===== src/verilog/itcm_pkg.sv =====
// ITCM controller shared definitions

package itcm_pkg;

  //////////////////////////////
  // Address and data widths
  //////////////////////////////
  localparam int ITCM_ADDR_W   = 16;  // Byte address, 64 KB
  localparam int ITCM_DATA_W   = 64;  // RAM word
  localparam int ITCM_WMSK_W   = ITCM_DATA_W / 8;
  localparam int ITCM_WORD_LSB = 3;   // Byte offset bits inside a RAM word

  // Narrow side of the LSU
  localparam int LSU_DATA_W    = 32;
  localparam int LSU_WMSK_W    = LSU_DATA_W / 8;

  //////////////////////////////
  // Response stage states
  //////////////////////////////
  // RSP_LIVE reads the RAM output directly, RSP_HELD the holding register
  typedef enum logic [1:0] {
    RSP_IDLE = 2'd0,  // Nothing pending
    RSP_LIVE = 2'd1,  // Response on RAM output
    RSP_HELD = 2'd2   // Response from holding register
  } rsp_state_e;

endpackage


===== src/verilog/itcm_lsu_n2w.sv =====
// LSU 32-bit to ITCM 64-bit converter

module itcm_lsu_n2w #(
  parameter int ADDR_W = itcm_pkg::ITCM_ADDR_W
) (
  input  logic                            i_clk,
  input  logic                            i_rst_n,

  // LSU command, narrow
  input  logic                            i_lsu_cmd_valid,
  output logic                            o_lsu_cmd_ready,
  input  logic [ADDR_W-1:0]               i_lsu_cmd_addr,
  input  logic                            i_lsu_cmd_read,
  input  logic [itcm_pkg::LSU_DATA_W-1:0] i_lsu_cmd_wdata,
  input  logic [itcm_pkg::LSU_WMSK_W-1:0] i_lsu_cmd_wmask,

  // LSU response, narrow
  output logic                            o_lsu_rsp_valid,
  input  logic                            i_lsu_rsp_ready,
  output logic [itcm_pkg::LSU_DATA_W-1:0] o_lsu_rsp_rdata,

  // Wide command towards the arbiter
  output logic                             o_wide_cmd_valid,
  input  logic                             i_wide_cmd_ready,
  output logic [ADDR_W-1:0]                o_wide_cmd_addr,
  output logic                             o_wide_cmd_read,
  output logic [itcm_pkg::ITCM_DATA_W-1:0] o_wide_cmd_wdata,
  output logic [itcm_pkg::ITCM_WMSK_W-1:0] o_wide_cmd_wmask,

  // Wide response from the arbiter
  input  logic                             i_wide_rsp_valid,
  output logic                             o_wide_rsp_ready,
  input  logic [itcm_pkg::ITCM_DATA_W-1:0] i_wide_rsp_rdata
);
  import itcm_pkg::*;

  localparam int LANE_BIT = ITCM_WORD_LSB - 1;  // Selects upper 32 bits

  logic lane_vld;  // A lane bit waits for its response
  logic lane_hi;   // Stored address bit 2
  logic lane_ok;
  logic wide_cmd_hsk;
  logic wide_rsp_hsk;

  //////////////////////////////
  // Command side
  //////////////////////////////
  // No second command until the stored lane has been used
  assign wide_rsp_hsk = i_wide_rsp_valid & o_wide_rsp_ready;
  assign lane_ok      = ~lane_vld | wide_rsp_hsk;

  assign o_wide_cmd_valid = i_lsu_cmd_valid & lane_ok;
  assign o_lsu_cmd_ready  = i_wide_cmd_ready & lane_ok;
  assign wide_cmd_hsk     = o_wide_cmd_valid & i_wide_cmd_ready;

  assign o_wide_cmd_addr  = i_lsu_cmd_addr;
  assign o_wide_cmd_read  = i_lsu_cmd_read;
  assign o_wide_cmd_wdata = {2{i_lsu_cmd_wdata}};  // Same word in both halves

  // Byte mask follows address bit 2
  assign o_wide_cmd_wmask = i_lsu_cmd_addr[LANE_BIT] ?
                            {i_lsu_cmd_wmask, {LSU_WMSK_W{1'b0}}} :
                            {{LSU_WMSK_W{1'b0}}, i_lsu_cmd_wmask};

  //////////////////////////////
  // Lane flag
  //////////////////////////////
  always_ff @(posedge i_clk) begin
    if (!i_rst_n) begin
      lane_vld <= 1'b0;
    end else if (wide_cmd_hsk) begin
      lane_vld <= 1'b1;  // Set wins over a same-cycle clear
    end else if (wide_rsp_hsk) begin
      lane_vld <= 1'b0;
    end
  end

  always_ff @(posedge i_clk) begin
    if (wide_cmd_hsk) begin
      lane_hi <= i_lsu_cmd_addr[LANE_BIT];
    end
  end

  //////////////////////////////
  // Response side
  //////////////////////////////
  assign o_lsu_rsp_valid  = i_wide_rsp_valid;
  assign o_wide_rsp_ready = i_lsu_rsp_ready;
  assign o_lsu_rsp_rdata  = lane_hi ? i_wide_rsp_rdata[ITCM_DATA_W-1 -: LSU_DATA_W] :
                                      i_wide_rsp_rdata[LSU_DATA_W-1:0];

endmodule


===== src/verilog/itcm_cmd_arbiter.sv =====
// LSU over IFU command arbiter

module itcm_cmd_arbiter #(
  parameter int ADDR_W = itcm_pkg::ITCM_ADDR_W
) (
  // IFU command and response
  input  logic                             i_ifu_cmd_valid,
  output logic                             o_ifu_cmd_ready,
  input  logic [ADDR_W-1:0]                i_ifu_cmd_addr,
  input  logic                             i_ifu_cmd_read,
  input  logic [itcm_pkg::ITCM_DATA_W-1:0] i_ifu_cmd_wdata,
  input  logic [itcm_pkg::ITCM_WMSK_W-1:0] i_ifu_cmd_wmask,
  output logic                             o_ifu_rsp_valid,
  input  logic                             i_ifu_rsp_ready,
  output logic [itcm_pkg::ITCM_DATA_W-1:0] o_ifu_rsp_rdata,

  // Wide LSU command and response
  input  logic                             i_lsu_cmd_valid,
  output logic                             o_lsu_cmd_ready,
  input  logic [ADDR_W-1:0]                i_lsu_cmd_addr,
  input  logic                             i_lsu_cmd_read,
  input  logic [itcm_pkg::ITCM_DATA_W-1:0] i_lsu_cmd_wdata,
  input  logic [itcm_pkg::ITCM_WMSK_W-1:0] i_lsu_cmd_wmask,
  output logic                             o_lsu_rsp_valid,
  input  logic                             i_lsu_rsp_ready,
  output logic [itcm_pkg::ITCM_DATA_W-1:0] o_lsu_rsp_rdata,

  // Merged command and response
  output logic                             o_mem_cmd_valid,
  input  logic                             i_mem_cmd_ready,
  output logic [ADDR_W-1:0]                o_mem_cmd_addr,
  output logic                             o_mem_cmd_read,
  output logic [itcm_pkg::ITCM_DATA_W-1:0] o_mem_cmd_wdata,
  output logic [itcm_pkg::ITCM_WMSK_W-1:0] o_mem_cmd_wmask,
  output logic                             o_mem_cmd_ifu,
  input  logic                             i_mem_rsp_valid,
  output logic                             o_mem_rsp_ready,
  input  logic [itcm_pkg::ITCM_DATA_W-1:0] i_mem_rsp_rdata,
  input  logic                             i_mem_rsp_ifu
);
  import itcm_pkg::*;

  logic sel_lsu;
  logic sel_ifu;

  //////////////////////////////
  // Command select
  //////////////////////////////
  assign sel_lsu = i_lsu_cmd_valid;                     // LSU always first
  assign sel_ifu = i_ifu_cmd_valid & ~i_lsu_cmd_valid;

  assign o_lsu_cmd_ready = i_mem_cmd_ready;
  assign o_ifu_cmd_ready = i_mem_cmd_ready & ~i_lsu_cmd_valid;

  assign o_mem_cmd_valid = sel_lsu | sel_ifu;
  assign o_mem_cmd_ifu   = ~sel_lsu;  // Tag travels with the command

  assign o_mem_cmd_addr  = ({ADDR_W{sel_lsu}} & i_lsu_cmd_addr)
                         | ({ADDR_W{sel_ifu}} & i_ifu_cmd_addr);
  assign o_mem_cmd_read  = (sel_lsu & i_lsu_cmd_read)
                         | (sel_ifu & i_ifu_cmd_read);
  assign o_mem_cmd_wdata = ({ITCM_DATA_W{sel_lsu}} & i_lsu_cmd_wdata)
                         | ({ITCM_DATA_W{sel_ifu}} & i_ifu_cmd_wdata);
  assign o_mem_cmd_wmask = ({ITCM_WMSK_W{sel_lsu}} & i_lsu_cmd_wmask)
                         | ({ITCM_WMSK_W{sel_ifu}} & i_ifu_cmd_wmask);

  //////////////////////////////
  // Response routing by tag
  //////////////////////////////
  assign o_ifu_rsp_valid = i_mem_rsp_valid & i_mem_rsp_ifu;
  assign o_lsu_rsp_valid = i_mem_rsp_valid & ~i_mem_rsp_ifu;
  assign o_mem_rsp_ready = i_mem_rsp_ifu ? i_ifu_rsp_ready : i_lsu_rsp_ready;

  // Data goes to both, only the valid one matters
  assign o_ifu_rsp_rdata = i_mem_rsp_rdata;
  assign o_lsu_rsp_rdata = i_mem_rsp_rdata;

endmodule


===== src/verilog/itcm_sram_ctrl.sv =====
// ITCM SRAM control and response stage

module itcm_sram_ctrl #(
  parameter  int ADDR_W = itcm_pkg::ITCM_ADDR_W,
  localparam int RAM_AW = ADDR_W - itcm_pkg::ITCM_WORD_LSB
) (
  input  logic                             i_clk,
  input  logic                             i_rst_n,

  // Merged command
  input  logic                             i_cmd_valid,
  output logic                             o_cmd_ready,
  input  logic [ADDR_W-1:0]                i_cmd_addr,
  input  logic                             i_cmd_read,
  input  logic [itcm_pkg::ITCM_DATA_W-1:0] i_cmd_wdata,
  input  logic [itcm_pkg::ITCM_WMSK_W-1:0] i_cmd_wmask,
  input  logic                             i_cmd_ifu,

  // Merged response
  output logic                             o_rsp_valid,
  input  logic                             i_rsp_ready,
  output logic [itcm_pkg::ITCM_DATA_W-1:0] o_rsp_rdata,
  output logic                             o_rsp_ifu,

  // Single-port RAM
  output logic                             o_ram_cs,
  output logic                             o_ram_we,
  output logic [RAM_AW-1:0]                o_ram_addr,
  output logic [itcm_pkg::ITCM_WMSK_W-1:0] o_ram_wem,
  input  logic [itcm_pkg::ITCM_DATA_W-1:0] i_ram_dout,
  output logic [itcm_pkg::ITCM_DATA_W-1:0] o_ram_din,

  output logic                             o_ifu_holdup,
  output logic                             o_busy
);
  import itcm_pkg::*;

  rsp_state_e             state_q;
  rsp_state_e             state_d;
  logic                   cmd_hsk;
  logic [ITCM_DATA_W-1:0] hold_q;     // RAM word kept under back-pressure
  logic                   rsp_ifu_q;
  logic                   holdup_q;

  //////////////////////////////
  // RAM command
  //////////////////////////////
  // A pending response blocks new commands until it is taken
  assign o_cmd_ready = (state_q == RSP_IDLE) | i_rsp_ready;
  assign cmd_hsk     = i_cmd_valid & o_cmd_ready;

  assign o_ram_cs   = cmd_hsk;
  assign o_ram_we   = cmd_hsk & ~i_cmd_read;
  assign o_ram_addr = i_cmd_addr[ADDR_W-1:ITCM_WORD_LSB];
  assign o_ram_wem  = i_cmd_read ? '0 : i_cmd_wmask;
  assign o_ram_din  = i_cmd_wdata;

  //////////////////////////////
  // Response FSM
  //////////////////////////////
  always_comb begin
    state_d = state_q;
    case (state_q)
      RSP_IDLE: begin
        if (cmd_hsk) begin
          state_d = RSP_LIVE;
        end
      end
      RSP_LIVE, RSP_HELD: begin
        if (i_rsp_ready) begin
          state_d = cmd_hsk ? RSP_LIVE : RSP_IDLE;  // Back to back allowed
        end else begin
          state_d = RSP_HELD;
        end
      end
      default: state_d = RSP_IDLE;
    endcase
  end

  always_ff @(posedge i_clk) begin
    if (!i_rst_n) begin
      state_q <= RSP_IDLE;
    end else begin
      state_q <= state_d;
    end
  end

  // Capture only on the first stalled cycle
  always_ff @(posedge i_clk) begin
    if ((state_q == RSP_LIVE) && !i_rsp_ready) begin
      hold_q <= i_ram_dout;
    end
  end

  always_ff @(posedge i_clk) begin
    if (cmd_hsk) begin
      rsp_ifu_q <= i_cmd_ifu;  // Requester tag of the access
    end
  end

  assign o_rsp_valid = (state_q != RSP_IDLE);
  assign o_rsp_rdata = (state_q == RSP_HELD) ? hold_q : i_ram_dout;
  assign o_rsp_ifu   = rsp_ifu_q;
  assign o_busy      = (state_q != RSP_IDLE);

  //////////////////////////////
  // IFU holdup
  //////////////////////////////
  // Set by a fetch, cleared by any LSU access to the RAM
  always_ff @(posedge i_clk) begin
    if (!i_rst_n) begin
      holdup_q <= 1'b0;
    end else if (o_ram_cs) begin
      holdup_q <= i_cmd_ifu;
    end
  end

  assign o_ifu_holdup = holdup_q;

endmodule


===== src/verilog/itcm_ctrl.sv =====
// ITCM controller top level

module itcm_ctrl #(
  parameter  int ADDR_W = itcm_pkg::ITCM_ADDR_W,
  localparam int RAM_AW = ADDR_W - itcm_pkg::ITCM_WORD_LSB
) (
  input  logic                             i_clk,
  input  logic                             i_rst_n,

  // IFU channels, 64 bits
  input  logic                             i_ifu_cmd_valid,
  output logic                             o_ifu_cmd_ready,
  input  logic [ADDR_W-1:0]                i_ifu_cmd_addr,
  input  logic                             i_ifu_cmd_read,
  input  logic [itcm_pkg::ITCM_DATA_W-1:0] i_ifu_cmd_wdata,
  input  logic [itcm_pkg::ITCM_WMSK_W-1:0] i_ifu_cmd_wmask,
  output logic                             o_ifu_rsp_valid,
  input  logic                             i_ifu_rsp_ready,
  output logic [itcm_pkg::ITCM_DATA_W-1:0] o_ifu_rsp_rdata,

  // LSU channels, 32 bits
  input  logic                             i_lsu_cmd_valid,
  output logic                             o_lsu_cmd_ready,
  input  logic [ADDR_W-1:0]                i_lsu_cmd_addr,
  input  logic                             i_lsu_cmd_read,
  input  logic [itcm_pkg::LSU_DATA_W-1:0]  i_lsu_cmd_wdata,
  input  logic [itcm_pkg::LSU_WMSK_W-1:0]  i_lsu_cmd_wmask,
  output logic                             o_lsu_rsp_valid,
  input  logic                             i_lsu_rsp_ready,
  output logic [itcm_pkg::LSU_DATA_W-1:0]  o_lsu_rsp_rdata,

  output logic                             o_ifu_holdup,
  output logic                             o_itcm_active,

  // RAM
  output logic                             o_ram_cs,
  output logic                             o_ram_we,
  output logic [RAM_AW-1:0]                o_ram_addr,
  output logic [itcm_pkg::ITCM_WMSK_W-1:0] o_ram_wem,
  output logic [itcm_pkg::ITCM_DATA_W-1:0] o_ram_din,
  input  logic [itcm_pkg::ITCM_DATA_W-1:0] i_ram_dout
);
  import itcm_pkg::*;

  //////////////////////////////
  // Internal channels
  //////////////////////////////
  logic                   wide_cmd_valid;  // LSU after width conversion
  logic                   wide_cmd_ready;
  logic [ADDR_W-1:0]      wide_cmd_addr;
  logic                   wide_cmd_read;
  logic [ITCM_DATA_W-1:0] wide_cmd_wdata;
  logic [ITCM_WMSK_W-1:0] wide_cmd_wmask;
  logic                   wide_rsp_valid;
  logic                   wide_rsp_ready;
  logic [ITCM_DATA_W-1:0] wide_rsp_rdata;

  logic                   mem_cmd_valid;   // Arbiter to SRAM control
  logic                   mem_cmd_ready;
  logic [ADDR_W-1:0]      mem_cmd_addr;
  logic                   mem_cmd_read;
  logic [ITCM_DATA_W-1:0] mem_cmd_wdata;
  logic [ITCM_WMSK_W-1:0] mem_cmd_wmask;
  logic                   mem_cmd_ifu;
  logic                   mem_rsp_valid;
  logic                   mem_rsp_ready;
  logic [ITCM_DATA_W-1:0] mem_rsp_rdata;
  logic                   mem_rsp_ifu;
  logic                   sram_busy;

  itcm_lsu_n2w #(
    .ADDR_W (ADDR_W)
  ) u_lsu_n2w (
    .i_clk            (i_clk),
    .i_rst_n          (i_rst_n),
    .i_lsu_cmd_valid  (i_lsu_cmd_valid),
    .o_lsu_cmd_ready  (o_lsu_cmd_ready),
    .i_lsu_cmd_addr   (i_lsu_cmd_addr),
    .i_lsu_cmd_read   (i_lsu_cmd_read),
    .i_lsu_cmd_wdata  (i_lsu_cmd_wdata),
    .i_lsu_cmd_wmask  (i_lsu_cmd_wmask),
    .o_lsu_rsp_valid  (o_lsu_rsp_valid),
    .i_lsu_rsp_ready  (i_lsu_rsp_ready),
    .o_lsu_rsp_rdata  (o_lsu_rsp_rdata),
    .o_wide_cmd_valid (wide_cmd_valid),
    .i_wide_cmd_ready (wide_cmd_ready),
    .o_wide_cmd_addr  (wide_cmd_addr),
    .o_wide_cmd_read  (wide_cmd_read),
    .o_wide_cmd_wdata (wide_cmd_wdata),
    .o_wide_cmd_wmask (wide_cmd_wmask),
    .i_wide_rsp_valid (wide_rsp_valid),
    .o_wide_rsp_ready (wide_rsp_ready),
    .i_wide_rsp_rdata (wide_rsp_rdata)
  );

  itcm_cmd_arbiter #(
    .ADDR_W (ADDR_W)
  ) u_cmd_arbiter (
    .i_ifu_cmd_valid (i_ifu_cmd_valid),
    .o_ifu_cmd_ready (o_ifu_cmd_ready),
    .i_ifu_cmd_addr  (i_ifu_cmd_addr),
    .i_ifu_cmd_read  (i_ifu_cmd_read),
    .i_ifu_cmd_wdata (i_ifu_cmd_wdata),
    .i_ifu_cmd_wmask (i_ifu_cmd_wmask),
    .o_ifu_rsp_valid (o_ifu_rsp_valid),
    .i_ifu_rsp_ready (i_ifu_rsp_ready),
    .o_ifu_rsp_rdata (o_ifu_rsp_rdata),
    .i_lsu_cmd_valid (wide_cmd_valid),
    .o_lsu_cmd_ready (wide_cmd_ready),
    .i_lsu_cmd_addr  (wide_cmd_addr),
    .i_lsu_cmd_read  (wide_cmd_read),
    .i_lsu_cmd_wdata (wide_cmd_wdata),
    .i_lsu_cmd_wmask (wide_cmd_wmask),
    .o_lsu_rsp_valid (wide_rsp_valid),
    .i_lsu_rsp_ready (wide_rsp_ready),
    .o_lsu_rsp_rdata (wide_rsp_rdata),
    .o_mem_cmd_valid (mem_cmd_valid),
    .i_mem_cmd_ready (mem_cmd_ready),
    .o_mem_cmd_addr  (mem_cmd_addr),
    .o_mem_cmd_read  (mem_cmd_read),
    .o_mem_cmd_wdata (mem_cmd_wdata),
    .o_mem_cmd_wmask (mem_cmd_wmask),
    .o_mem_cmd_ifu   (mem_cmd_ifu),
    .i_mem_rsp_valid (mem_rsp_valid),
    .o_mem_rsp_ready (mem_rsp_ready),
    .i_mem_rsp_rdata (mem_rsp_rdata),
    .i_mem_rsp_ifu   (mem_rsp_ifu)
  );

  itcm_sram_ctrl #(
    .ADDR_W (ADDR_W)
  ) u_sram_ctrl (
    .i_clk        (i_clk),
    .i_rst_n      (i_rst_n),
    .i_cmd_valid  (mem_cmd_valid),
    .o_cmd_ready  (mem_cmd_ready),
    .i_cmd_addr   (mem_cmd_addr),
    .i_cmd_read   (mem_cmd_read),
    .i_cmd_wdata  (mem_cmd_wdata),
    .i_cmd_wmask  (mem_cmd_wmask),
    .i_cmd_ifu    (mem_cmd_ifu),
    .o_rsp_valid  (mem_rsp_valid),
    .i_rsp_ready  (mem_rsp_ready),
    .o_rsp_rdata  (mem_rsp_rdata),
    .o_rsp_ifu    (mem_rsp_ifu),
    .o_ram_cs     (o_ram_cs),
    .o_ram_we     (o_ram_we),
    .o_ram_addr   (o_ram_addr),
    .o_ram_wem    (o_ram_wem),
    .i_ram_dout   (i_ram_dout),
    .o_ram_din    (o_ram_din),
    .o_ifu_holdup (o_ifu_holdup),
    .o_busy       (sram_busy)
  );

  // Anything requested or still in flight
  assign o_itcm_active = i_ifu_cmd_valid | i_lsu_cmd_valid | sram_busy;

endmodule


===== config.mk =====
export PLATFORM = sky130hd
export DESIGN_NAME = itcm_ctrl
export DESIGN_NICKNAME = d
export VERILOG_FILES = /design/src/verilog/itcm_pkg.sv /design/src/verilog/itcm_lsu_n2w.sv /design/src/verilog/itcm_cmd_arbiter.sv /design/src/verilog/itcm_sram_ctrl.sv /design/src/verilog/itcm_ctrl.sv
export SDC_FILE = /design/constraint.sdc
export NUM_CORES = 1
export LEC_CHECK = 0
export BUFFER_PORTS_ARGS = -buffer_cell sky130_fd_sc_hd__buf_2
export CORE_AREA = 2 2 154 156
export DETAILED_ROUTE_END_ITERATION = 10
export DIE_AREA = 0 0 156 158
export HOLD_SLACK_MARGIN = 0.15
export PLACE_DENSITY_LB_ADDON = 0.3
export SETUP_SLACK_MARGIN = 0.15
export SLEW_MARGIN = 10
export SYNTH_ARGS = -nofsm -noshare
export SYNTH_HDL_FRONTEND = slang
export SYNTH_HIERARCHICAL = 1
export SYNTH_SLANG_ARGS = --single-unit

===== constraint.sdc =====
create_clock -name i_clk -period 7.3 [get_ports i_clk]
set_input_delay 0.73 -clock i_clk [delete_from_list [all_inputs] [get_ports i_clk]]
set_output_delay 0.73 -clock i_clk [all_outputs]
set_load 0.05 [all_outputs]

* Word-level counts from Yosys, hierarchy flattened
Cells that the tools add are included.
Operators by class: equal/unequal tests 3, mux-type cells 11, bitwise gates (word level) 31, reductions and logical operators 6
Operators by type and width (count):
- $and A64 B64 Y64 | 2
- $mux W64 | 1
- $or A64 B64 Y64 | 1
- $and A16 B16 Y16 | 2
- $mux W32 | 1
- $and A8 B8 Y8 | 2
- $mux W8 | 2
- $or A16 B16 Y16 | 1
- $and A1 B1 Y1 | 12
- $or A8 B8 Y8 | 1
- $or A1 B1 Y1 | 6
- $mux W1 | 4
- $mux W2 | 2
- $not A1 Y1 | 4
- $pmux W2 S2 | 1
- $reduce_bool A2 Y1 | 2
- $eq A2 B1 Y1 const B | 1
- $eq A2 B2 Y1 const B | 1
- $logic_not A2 Y1 | 1
- $ne A2 B1 Y1 const B | 1
- $reduce_or A2 Y1 | 1
- $logic_and A1 B1 Y1 | 1
- $logic_not A1 Y1 | 1
Word-level totals: flip-flop bits (word level) 70, input bits 212, output and inout port bits 189, logic and storage cells 57

* Depth between registers and ports, before layout
depth in word-level cells 12, gate-level depth with buffers 13, gate-level depth less buffers 10

* Hierarchy
The synthesis kept the hierarchy.
Modules (own cells, without submodules):
- itcm_sram_ctrl | instances 1, cells each 248, area an instance 3906.2 um2, seq. area each 2011.9 um2
- itcm_cmd_arbiter | instances 1, cells each 432, area an instance 2442.3 um2, seq. area each 0.0 um2
- itcm_lsu_n2w | instances 1, cells each 135, area an instance 1308.8 um2, seq. area each 50.0 um2
- itcm_ctrl | instances 1, cells each 1, area an instance 6.3 um2, seq. area each 0.0 um2

* Worst setup path before layout
No wires, ideal clock.
kind input port to flip-flop, start point input i_lsu_rsp_ready, end point register u_sram_ctrl.hold_q[0] (enable), setup time 494 ps, data arrival time 4003 ps, required time 6806 ps, slack 2803 ps, stages 3, path buffers 1, cells stage by stage buf_4 -> mux2_2 -> nor2b_1
On the way: cells in the longest elaborated chain, start to end 3
Ends and longest elaborated chain:
- start, declared | RTL line itcm_ctrl.sv:29 | input logic i_lsu_rsp_ready,
- $mux W1 | RTL line itcm_cmd_arbiter.sv:72 | assign o_mem_rsp_ready = i_mem_rsp_ifu ? i_ifu_rsp_ready : i_lsu_rsp_ready;
- via mem_rsp_ready | RTL line itcm_ctrl.sv:66 | logic mem_rsp_ready;
- $logic_not A1 Y1 | RTL line itcm_sram_ctrl.sv:90 | if ((state_q == RSP_LIVE) && !i_rsp_ready) begin
- $logic_and A1 B1 Y1 | RTL line itcm_sram_ctrl.sv:90
- end signal, assigned | RTL line itcm_sram_ctrl.sv:91 | hold_q <= i_ram_dout;
- end, declared | RTL line itcm_sram_ctrl.sv:41 | logic [ITCM_DATA_W-1:0] hold_q;
The timed path passes the listed nets, and every way through them passes these cells. A chain may end at the register's enable or synchronous reset.

* Worst setup path in the final report
start point register u_sram_ctrl.state_q[0], end point output o_ram_we
On the way: cells in the longest elaborated chain, start to end 11, elaborated cells on any way between the ends 16, those cells by class bitwise: 14; reduce/logical: 2
Ends and longest elaborated chain:
- start, declared | RTL line itcm_sram_ctrl.sv:38 | rsp_state_e state_q;
- start signal, assigned | RTL line itcm_sram_ctrl.sv:84 | state_q <= state_d;
- $reduce_bool A2 Y1 *
- via sram_busy | RTL line itcm_ctrl.sv:69 | logic sram_busy;
- $and A1 B1 Y1 * | RTL line itcm_cmd_arbiter.sv:71 | assign o_lsu_rsp_valid = i_mem_rsp_valid & ~i_mem_rsp_ifu;
- $and A1 B1 Y1 * | RTL line itcm_lsu_n2w.sv:49 | assign wide_rsp_hsk = i_wide_rsp_valid & o_wide_rsp_ready;
- $or A1 B1 Y1 * | RTL line itcm_lsu_n2w.sv:50 | assign lane_ok = ~lane_vld | wide_rsp_hsk;
- $and A1 B1 Y1 * | RTL line itcm_lsu_n2w.sv:52 | assign o_wide_cmd_valid = i_lsu_cmd_valid & lane_ok;
- via wide_cmd_valid | RTL line itcm_ctrl.sv:48 | logic wide_cmd_valid;
- $not A1 Y1 | RTL line itcm_cmd_arbiter.sv:50 | assign sel_ifu = i_ifu_cmd_valid & ~i_lsu_cmd_valid;
- $and A1 B1 Y1 | RTL line itcm_cmd_arbiter.sv:50
- $and A1 B1 Y1 | RTL line itcm_cmd_arbiter.sv:61 | | (sel_ifu & i_ifu_cmd_read);
- $or A1 B1 Y1 * | RTL line itcm_cmd_arbiter.sv:61
- via mem_cmd_read | RTL line itcm_ctrl.sv:61 | logic mem_cmd_read;
- $not A1 Y1 * | RTL line itcm_sram_ctrl.sv:53 | assign o_ram_we = cmd_hsk & ~i_cmd_read;
- $and A1 B1 Y1 * | RTL line itcm_sram_ctrl.sv:53
- end, declared | RTL line itcm_ctrl.sv:37 | output logic o_ram_we,
The timed path passes the listed nets; every way through them passes the cells marked *.

==> reports/metrics.yaml <==
logic_synthesis:
  syn_nets: 1021
  synth.avg_cell_area_um2: 9.46
  ys.warnings.count: 6
  synth.cell_area_um2: 7600
  synthCells: 804
sta:
  rsz0062_at_grt: "false"
  period_share_pct: 55.6
  slew_headroom_pct: 35.7
  min_period_ns: 4.06
  worst_pin_slew_ns: 0.964
  slew_viol_final: 0
  finalSetupViolCount: 0
  finClkSkew_ns: 0.00650
  timing_hold_violations_final: 0
  fmax_ghz: 0.246
  tns_ns: 0
drt:
  routed_wl_um: 17400
  drtAntennaViolNets: 0
  drc: 0
  vias: 4985
  drt_pass1_iterations: 5
  avgViaCountPerCell: 4.22
  post_drt_wl_per_cell_um: 14.7
  dr.first_iter.drc_count: 129
setup_path:
  reg2reg_from: "u_sram_ctrl/state_q[0]"
  r2r_slack_ns: 4.95
  startpoint: "u_sram_ctrl/state_q[0]"
  worstSetupPathType: "register to primary output"
  cp.required_ns: 6.57
  end_kind: "primary output"
  reg2regPathDepth: 10
  startpoint_type: "register"
  critPathMaxFanout: 173
  critical_path_arrival_ns: 3.33
pwr:
  leakage_nw: 3.76
  p_clk_share_pct: 23.7
  comb_power_share_pct: 50.2
  swShare_pct: 44.9
  intPower_w: 0.00107
  ir_worst_vdd_mv: 0.104
  seq_power_share_pct: 26.1
  p_per_area_nw_per_um2: 254
  p_sw_w: 0.000874
  p_total_w: 0.00195
clocking:
  cts_buffers: 9
  clkTransAtPathRegs_ns: 0.06
  cts_tree: "yes"
  cts.path.max_buffers: 2
  clk_latency_ns: 0.33
  cts_root_buf: "clkbuf_16"
  cts_resized: 0
  hold_buffers: 0
  clock-sinks: 70
  cts_setup_buffers: 0
  htree_levels: 3
floorplanning:
  die_h_um: 158
  start_util_pct: 33.0
  die_w_um: 156
  core_area_um2: 23100
  ios: 401
  die_area_um2: 24600
  rows: 56
min_path:
  hp-class: "register to register"
  hold_depth: 2
  min_from: "u_sram_ctrl/o_ifu_holdup"
outcome:
  outcome: "finished, final reports clean"
run:
  drv_cap: 0
final_layout:
  area_growth_pct: 0.741
  layout_common_cells: "buf_2 (395), nand2_1 (172), mux2_4 (90), edfxtp_1 (66), o21ai_0 (61)"
  drive_above_1_share_pct: 58.0
  fin_nets: 1104
  final_common_cell: "buf_2"
global_routing:
  grt_max_degree: 174
  antenna_found_initial: 3
  grt_pass1_vias: 4517
  grt_first_pass_wirelength_um: 24600
  globalRouteTotalUtil_pct: 12.9
  overflow: 0
placement:
  gp_congestion: 0.754
  io_buffers: 395
  dp_hpwl_um: 14100
## final cells by class
cell class	instances	area (µm²)
Fill cell	2446	15400
Multi-Input combinational cell	401	2870
Sequential cell	70	2060
Timing Repair Buffer	400	2030
Tap cell	290	363
Clock buffer	9	225
Clock inverter	6	87.6
Inverter	5	18.8
Antenna cell	1	2.50
## per-layer routing
metal  share of wire (%)  wire length [µm]  track usage, %
met1                  38              6590            13.7
met2                  52              8980            24.2
met3                 9.3              1610            4.49
met4                0.89               155            3.45
met5                0.23                40               0
## path summary, 6_finish.rpt
check / endpoint
min reg2reg: u_sram_ctrl/o_ifu_holdup
min: u_sram_ctrl/o_ifu_holdup
max: o_ram_we
max reg2reg: u_sram_ctrl/state_q[0]
## through the flow
step	cell area [µm²]	setup WS (ns)	hold WS [ns]	util (%)	std cells
after floorplan	7600	2.80	0.528	-	804
after global placement	7340	3.64	0.507	31.9	1166
after detailed placement	7340	3.66	0.513	31.9	1166
after CTS	7660	3.27	0.527	33.2	1181
after global routing	7660	3.00	0.573	33.2	1181
final	7660	3.24	0.517	33.2	1182
## power by group through the flow
| stage | Sequential, W | Combinational (W) | Clock [W] |
|---|---|---|---|
| 6_report | 0.000508 | 0.000977 | 0.000461 |
| 5_1_grt | 0.000513 | 0.00103 | 0.000490 |
| 4_1_cts | 0.000509 | 0.000991 | 0.000477 |
| 3_5_place_dp | 0.000517 | 0.000989 | 0 |
| 3_3_place_gp | 0.000515 | 0.000984 | 0 |
| 2_1_floorplan | 0.000520 | 0.000996 | 0 |
## flip-flops by register name (all words and copies together) (netlist names)
register / cells
u_lsu_n2w/lane_vld: 1
u_lsu_n2w/lane_hi: 1
u_sram_ctrl/state_q: 2
u_sram_ctrl/hold_q: 64
u_sram_ctrl/o_rsp_ifu: 1
u_sram_ctrl/o_ifu_holdup: 1
## worst max-delay path: stages (launching register included)
cell      delay [ns]
dfxtp_1         0.33
inv_1           0.14
ha_1            0.19
inv_1           0.07
nor2b_1         0.14
a21boi_0        0.50
nor2b_4         0.10
buf_12          0.23
o21ai_1         0.75
nor2_1          0.12
buf_2           0.25
(Power assumes the default switching activity.)
